--- config.mk ---
export PLATFORM = sky130hd
export DESIGN_NAME = conf_regs
export DESIGN_NICKNAME = d
export VERILOG_FILES = /design/src/hdl/cgra_pkg.sv /design/src/hdl/conf_regs.sv
export SDC_FILE = /design/constraint.sdc
export NUM_CORES = 1
export LEC_CHECK = 0
export BUFFER_PORTS_ARGS = -buffer_cell sky130_fd_sc_hd__buf_2
export CORE_MARGIN = 2
export CORE_UTILIZATION = 45
export CTS_CLUSTER_SIZE = 30
export DETAILED_ROUTE_END_ITERATION = 10
export GPL_TIMING_DRIVEN = 0
export HOLD_SLACK_MARGIN = 0.08
export PLACE_DENSITY = 0.69
export SYNTH_ARGS = -nofsm -noshare
export SYNTH_HDL_FRONTEND = slang
export SYNTH_SLANG_ARGS = --single-unit
--- constraint.sdc ---
create_clock -name rst -period 12.4 [get_ports rst]
set_input_delay 1.86 -clock rst [delete_from_list [all_inputs] [get_ports rst]]
set_output_delay 1.86 -clock rst [all_outputs]
set_load 0.02 [all_outputs]
--- src/hdl/cgra_pkg.sv ---
/*
 shared definitions for the dataflow engine
   datapath and memory widths, unit counts
   data bus source indices and ALU opcodes
   data bus, port, ALU, MUL and engine configuration structs
   data bus word select function
*/

`default_nettype none

package cgra_pkg;

   localparam int DATA_W     = 32;
   localparam int MEM_ADDR_W = 5;
   localparam int N_MEM      = 2;
   localparam int N_ALU      = 2;
   localparam int N_SRC      = 8;
   localparam int SEL_W      = 3;
   localparam int ITER_W     = 6;
   localparam int DELAY_W    = 5;
   localparam int ALU_OP_W   = 4;

   // data bus sources in bus order
   localparam logic [SEL_W-1:0] SRC_MEM0A = 3'd0;
   localparam logic [SEL_W-1:0] SRC_MEM0B = 3'd1;
   localparam logic [SEL_W-1:0] SRC_MEM1A = 3'd2;
   localparam logic [SEL_W-1:0] SRC_MEM1B = 3'd3;
   localparam logic [SEL_W-1:0] SRC_ALU0  = 3'd4;
   localparam logic [SEL_W-1:0] SRC_ALU1  = 3'd5;
   localparam logic [SEL_W-1:0] SRC_MUL0  = 3'd6;
   localparam logic [SEL_W-1:0] SRC_FLOW  = 3'd7;

   localparam logic [ALU_OP_W-1:0] ALU_ADD   = 4'd0;
   localparam logic [ALU_OP_W-1:0] ALU_SUB   = 4'd1;
   localparam logic [ALU_OP_W-1:0] ALU_AND   = 4'd2;
   localparam logic [ALU_OP_W-1:0] ALU_OR    = 4'd3;
   localparam logic [ALU_OP_W-1:0] ALU_XOR   = 4'd4;
   localparam logic [ALU_OP_W-1:0] ALU_MAX   = 4'd5;
   localparam logic [ALU_OP_W-1:0] ALU_MIN   = 4'd6;
   localparam logic [ALU_OP_W-1:0] ALU_PASSA = 4'd7;

   // first field sits in the top word
   typedef struct packed {
      logic [DATA_W-1:0] mem0a;
      logic [DATA_W-1:0] mem0b;
      logic [DATA_W-1:0] mem1a;
      logic [DATA_W-1:0] mem1b;
      logic [DATA_W-1:0] alu0;
      logic [DATA_W-1:0] alu1;
      logic [DATA_W-1:0] mul0;
      logic [DATA_W-1:0] flow;
   } data_bus_t;

   typedef struct packed {
      logic                         en;
      logic                         wr;
      logic [MEM_ADDR_W-1:0]        start;
      logic signed [MEM_ADDR_W-1:0] incr;
      logic [ITER_W-1:0]            iter;
      logic [DELAY_W-1:0]           delay;
      logic [SEL_W-1:0]             wsel;
   } mem_port_conf_t;

   typedef struct packed {
      logic [ALU_OP_W-1:0] op;
      logic [SEL_W-1:0]    sel_a;
      logic [SEL_W-1:0]    sel_b;
   } alu_conf_t;

   typedef struct packed {
      logic [SEL_W-1:0] sel_a;
      logic [SEL_W-1:0] sel_b;
   } mul_conf_t;

   // port 2*i is memory i side A, 2*i+1 side B
   typedef struct packed {
      mem_port_conf_t [2*N_MEM-1:0] port;
      alu_conf_t [N_ALU-1:0]        alu;
      mul_conf_t                    mul0;
   } engine_conf_t;

   function automatic logic [DATA_W-1:0] bus_word(data_bus_t b, logic [SEL_W-1:0] sel);
      logic [N_SRC-1:0][DATA_W-1:0] words;
      words = b;
      return words[N_SRC-1-int'(sel)];
   endfunction

endpackage

`default_nettype wire

--- src/hdl/conf_regs.sv ---
/*
 host configuration register file
   seven masked registers with registered read-back
   packing into the engine configuration struct
*/

`timescale 1ns/10ps
`default_nettype none

module conf_regs
   import cgra_pkg::*;
#(
   parameter int ADDR_W = 3
) (
   input  wire logic              rst,
   input  wire logic              clk,
   input  wire logic              valid,
   input  wire logic              we,
   input  wire logic [ADDR_W-1:0] addr,
   input  wire logic [DATA_W-1:0] wdata,
   output logic [DATA_W-1:0]      rdata,
   output engine_conf_t           conf
);

   localparam int N_REGS    = 2*N_MEM + N_ALU + 1;
   localparam int PORT_BITS = $bits(mem_port_conf_t);
   localparam int ALU_BITS  = $bits(alu_conf_t);
   localparam int MUL_BITS  = $bits(mul_conf_t);

   localparam logic [DATA_W-1:0] PORT_MASK = {{(DATA_W-PORT_BITS){1'b0}}, {PORT_BITS{1'b1}}};
   localparam logic [DATA_W-1:0] ALU_MASK  = {{(DATA_W-ALU_BITS){1'b0}}, {ALU_BITS{1'b1}}};
   localparam logic [DATA_W-1:0] MUL_MASK  = {{(DATA_W-MUL_BITS){1'b0}}, {MUL_BITS{1'b1}}};

   logic [DATA_W-1:0] regs [N_REGS];
   logic [DATA_W-1:0] wmask;

   // ports first, then ALUs, MUL last
   always_comb begin
      if (addr < 2*N_MEM) begin
         wmask = PORT_MASK;
      end else if (addr < 2*N_MEM + N_ALU) begin
         wmask = ALU_MASK;
      end else begin
         wmask = MUL_MASK;
      end
   end

   always_ff @(posedge rst or posedge clk) begin
      if (clk) begin
         for (int k = 0; k < N_REGS; k++) begin
            regs[k] <= '0;
         end
      end else if (valid && we && addr < N_REGS) begin
         regs[addr] <= wdata & wmask;
      end
   end

   // address 7 has no register behind it
   always_ff @(posedge rst) begin
      if (valid) begin
         rdata <= (addr < N_REGS) ? regs[addr] : '0;
      end
   end

   always_comb begin
      for (int k = 0; k < 2*N_MEM; k++) begin
         conf.port[k] = mem_port_conf_t'(regs[k][PORT_BITS-1:0]);
      end
      for (int k = 0; k < N_ALU; k++) begin
         conf.alu[k] = alu_conf_t'(regs[2*N_MEM+k][ALU_BITS-1:0]);
      end
      conf.mul0 = mul_conf_t'(regs[N_REGS-1][MUL_BITS-1:0]);
   end

endmodule

`default_nettype wire

Yosys cells after proc, flatten, opt, wreduce, memory -nomap -nowiden
Index checks and enable logic that the tools add are counted.
Widths: inputs -> output; s select.

word-level totals
  logic and storage cells = 26
  register bits = 256
  input port bits = 39
  output and inout bits = 162

operators by class
  multiplexer cells = 8
  bitwise logic cells = 2
  order comparisons = 5
  reductions and logical operators = 3

operator list
  cell                count
  $bwmux 224          1
  $bmux 32 s3         1
  $demux 32 s3        1
  $mux 32             3
  $and 32x32->32      1
  $mux 26             1
  $mux 10             1
  $lt 3x3->1 const B  3
  $ge 4x4->1 const B  1
  $lt 4x1->1 const B  1
  $not 3->4           1
  $logic_and 1x1->1   3

Longest topological paths before layout
  depth in word-level cells = 6
  mapped depth = 6
  depth with buffers taken out = 3

Worst setup path before layout
Ideal clock, no wire load.

  kind = input -> register
  start point = in addr[2]
  end point = reg rdata[8], data pin
  slack = 9.237 ns
  arrival time = 2.896 ns
  required time = 12.133 ns
  library setup time = 0.267 ns
  stages = 5
  buffers on the path = 2
  cell sequence = buf_2 clkbuf_1 mux2_2 a32oi_1 o211ai_1

on the way
  longest elaborated chain between the ends = 4
  elaborated cells on any way between the ends = 5
  those cells by class = order compare (1); mux (3); bitwise (1)

ends and longest elaborated chain
  what                                        line             source
  start: declaration                          conf_regs.sv:19  input wire logic [ADDR_W-1:0] addr,
  $not 3->4 (not written as such)             conf_regs.sv:61  rdata <= (addr < N_REGS) ? regs[addr] : '0;
  $bmux 32 s3                                 conf_regs.sv:61
  $mux 32 (not written as such) (2 in a row)  conf_regs.sv:61
  end signal: assignment                      conf_regs.sv:61
  end: declaration                            conf_regs.sv:21  output logic [DATA_W-1:0] rdata,

Parallel ways exist; a longest one is shown, timed or not. The select of a mux whose other input is x is not followed.
A chain may end at the register's enable or synchronous reset.

Worst setup path after layout
  start point = in valid
  end point = reg regs[15] (netlist name)

on the way
  longest elaborated chain between the ends = 2

ends and longest elaborated chain
  what                            line             source
  start: declaration              conf_regs.sv:17  input wire logic valid,
  $logic_and 1x1->1 (2 in a row)  conf_regs.sv:53  end else if (valid && we && addr < N_REGS) begin
  end signal: indexed assignment  conf_regs.sv:54  regs[addr] <= wdata & wmask;
  end: declaration                conf_regs.sv:34  logic [DATA_W-1:0] regs [N_REGS];

No other way between the ends.

==> metrics.md <==
| Metric | Value |
|---|---|
| Outcome | finished, violations left |
| Failing checks | DRC |
| Crit path max fanout | 28 |
| Antenna violations before repair | 2 |
| Leak Pwr | around 6.1 nW |
| Die area | 0.0237 mm^2 |
| Die Span X | 154 um |
| Adder-Cell Fraction of Synth Area | 0% |
| Via count | 6,744 |
| Worst-Skew Late Latency | around 0.50 ns |
| Largest net degree at the start of global routing | 94 |
| Crit path arrival time | 3.96 ns |
| Placed cells | 1,246 |
| First-pass GRT wire length | between 40,000 and 50,000 um |
| Max-slew headroom | 39.1% |
| CTS Hold Bufs | 0 |
| Clock transition time at the flip-flop clock pins of the worst setup and hold paths | 0.06 ns |
| Setup CP Type | in2reg |
| Via-to-Cell Ratio | 5.24 |
| Fill cells | approximately 1,900 |
| Post-synthesis xor/xnor area fraction | 0% |
| Largest family of logic cells by synthesized area | multiplexers |
| CP Capture Type | flip-flop |
| DR DRC count | 1 |
| RSZ-0062 raised after global routing | no |
| Post-synthesis compound-gate area fraction | 6.48% |
| Post-Layout Cell Count | 1,287 |
| Port bufs | ~190 |
| Routed WL per cell | just over 20 um |
| Clk sinks | 208 |
| Crit-path leading delay family | buffers and inverters |
| Distinct cells, synth | 35 |
| Layout area overhead | 20.3% |
| Initial core utilization | 46.0% |
| Slew Limit Fails | 0 |
| Placed Area | 0.0114 mm^2 |
| Setup TNS | 0 ns |
| Syn Area/Cell | 13.1 um^2 |
| Clock skew | roughly 0.016 ns |
| Vias in the first global route | roughly 6,800 |
| Detail Route Antenna Nets | 0 |
| YS warnings | 0 |
| Row count | between 50 and 60 |
| Setup Viol. Count Final | 0 |
| Most frequent cells in the layout | buf_2 (203), dfrtp_1 (182), mux2_2 (148), buf_4 (140), nor2b_1 (74) |
| Final GP Congestion | 0.791 |
| Worst hold path type | reg2reg |
| Top cells by area, synth | dfrtp_1 (45%), mux2_2 (16%), buf_4 (10%) |
| Part of the cycle the worst path needs | 29.1% |
| Number of buffers created by CTS | 22 |
| Data required, critical path | 12.75 ns |
| F_max | 277 MHz |
| IO Count | 201 |
| Slew @ Worst Pin | 0.913 ns |
| Final instance area | ~0.012 mm^2 |
| H-tree depth | 1 |
| Drt pass-1 iters | 7 |
| Max cap viols | 0 |
| Layout cells sized above 1 | 54.3% |
| Maximum vdd drop | 0.0930 mV |
| Total power | 2.05 mW |
| Die Y | 154 um |
| Core region area | about 0.022 mm^2 |
| Final hold violations | 0 |
| CTS resizes | 0 |
| Fin crit period | 3.60 ns |
| DP Wirelength | about 18,000 um |
| CP peak stage delay | 0.69 ns |
| Crit-path cells | buf_2 -> nand3_2 -> nor2_4 -> clkbuf_1 -> nor2b_1 |
| Final nets | 1,029 |
| Largest area contributor in the netlist | dfrtp_1 |
| CTS root buffer | clkbuf_16 |
| Starting DRT DRC Count | 470 |
| CTS max path bufs | 3 |
| #FFs+latches synth | 208 |
| Mapped Cells | a little under 800 |
| Most common cell after layout, fill and taps aside | buf_2 |
| Area share of the largest cell type after synthesis | 45.1% |
| Buffer and inverter count on the worst path | 2 |
| Total GRT Usage | 22.1% |
| Total grt overflow | 0 |
| CTS tree | built |
| P per Cell Area | approximately 170 mW/mm^2 |
| Post CTS Setup Buffer Count | 0 |
| Proportion of synthesized area in mux cells | 19.5% |
| Post-synthesis cell area | roughly 0.010 mm^2 |
| Crit start category | primary input |
| WL final | 26,400 um |
| Sequential fraction of the synthesis area | roughly 53% |
| Critical-path top delay cell | buf_2 |
| Simple-gate share of the synthesized area | 8.22% |
-- registers in the layout (all words and copies together) (netlist names) --
| register | cells |
|---|---|
| conf | 130 |
| rdata | 26 |
| regs | 52 |
-- cells by family after synthesis --
family,after synthesis
flip-flops,208
buffers and inverters,184
multiplexers,176
AND/OR/NAND/NOR,122
AO/OA/AOI/OAI,83
other,1
-- where the power goes --
part           total (mW)  switching, mW  internal, mW
registers           0.869         0.0792         0.790
logic               0.534          0.269         0.264
clock network       0.650          0.268         0.382
total                2.05          0.616          1.44
-- layer usage --
| metal | global-route usage, % | vias to the layer above | routed length, um |
|---|---|---|---|
| met5 | 0 | - | 16 |
| met4 | 4.67 | 2 | 393 |
| met3 | 2.96 | 32 | 1360 |
| met2 | 36.8 | 221 | 12600 |
| met1 | 31.2 | 3439 | 12100 |
| li1 | - | 3050 | - |
-- final timing paths --
path,cells past startpoint,slack (ns),from,endpoint
max,5,8.80,valid,regs[15]
min,1,0.49,regs[43],regs[43]
max reg2reg,3,11.08,conf[77],rdata[25]
min reg2reg,1,0.49,regs[43],regs[43]
max in group asynchronous,3,10.09,clk,conf[71]
min in group asynchronous,2,1.43,clk,conf[56]
-- layout make-up --
type | count | area [um^2] | share of cell area, %
Sequential cell | 208 | 5340 | 43.9
Multi-Input combinational cell | 387 | 3480 | 28.6
Buffer | 180 | 1290 | 10.6
Timing Repair Buffer | 187 | 958 | 7.89
Clock buffer | 30 | 642 | 5.28
Tap cell | 280 | 350 | 2.88
Clock inverter | 10 | 71.3 | 0.587
Inverter | 4 | 22.5 | 0.185
Antenna cell | 1 | 2.50 | 0.0206
-- stage by stage --
| stage | hold slack (ns) | setup WS (ns) | util, % |
|---|---|---|---|
| 2_1_floorplan | 0.458 | 5.60 | - |
| 3_3_place_gp | 0.474 | 3.50 | 51.9 |
| 3_5_place_dp | 0.479 | 8.27 | 52.1 |
| 4_1_cts | 0.498 | 8.78 | 55.3 |
| 5_1_grt | 0.515 | 8.71 | 55.4 |
| 6_report | 0.494 | 8.80 | 55.4 |
-- synthesized netlist by cell type --
cell and n:
and2_1 6, nor3b_1 2, or2_1 1, buf_6 9
nand3_2 1, nand3b_4 1, clkbuf_1 13, buf_4 140
nand3_1 1, inv_1 4, o221ai_1 4, conb_1 1
nor2_4 2, nand2_1 20, a21oi_1 4, edfxtp_1 26
nor2b_1 74, nand4b_1 2, mux2i_1 6, dfrtp_1 182
a22oi_1 25, buf_2 17, o21a_1 2, buf_1 1
nor3_4 1, mux2_2 148, and3_1 2, and3b_1 1
nor2_1 1, a32oi_1 25, nand2b_2 2, mux2_1 22
nor2_8 5, o32a_1 2, o211ai_1 21
Note: power is estimated with default switching activity, not from simulation.
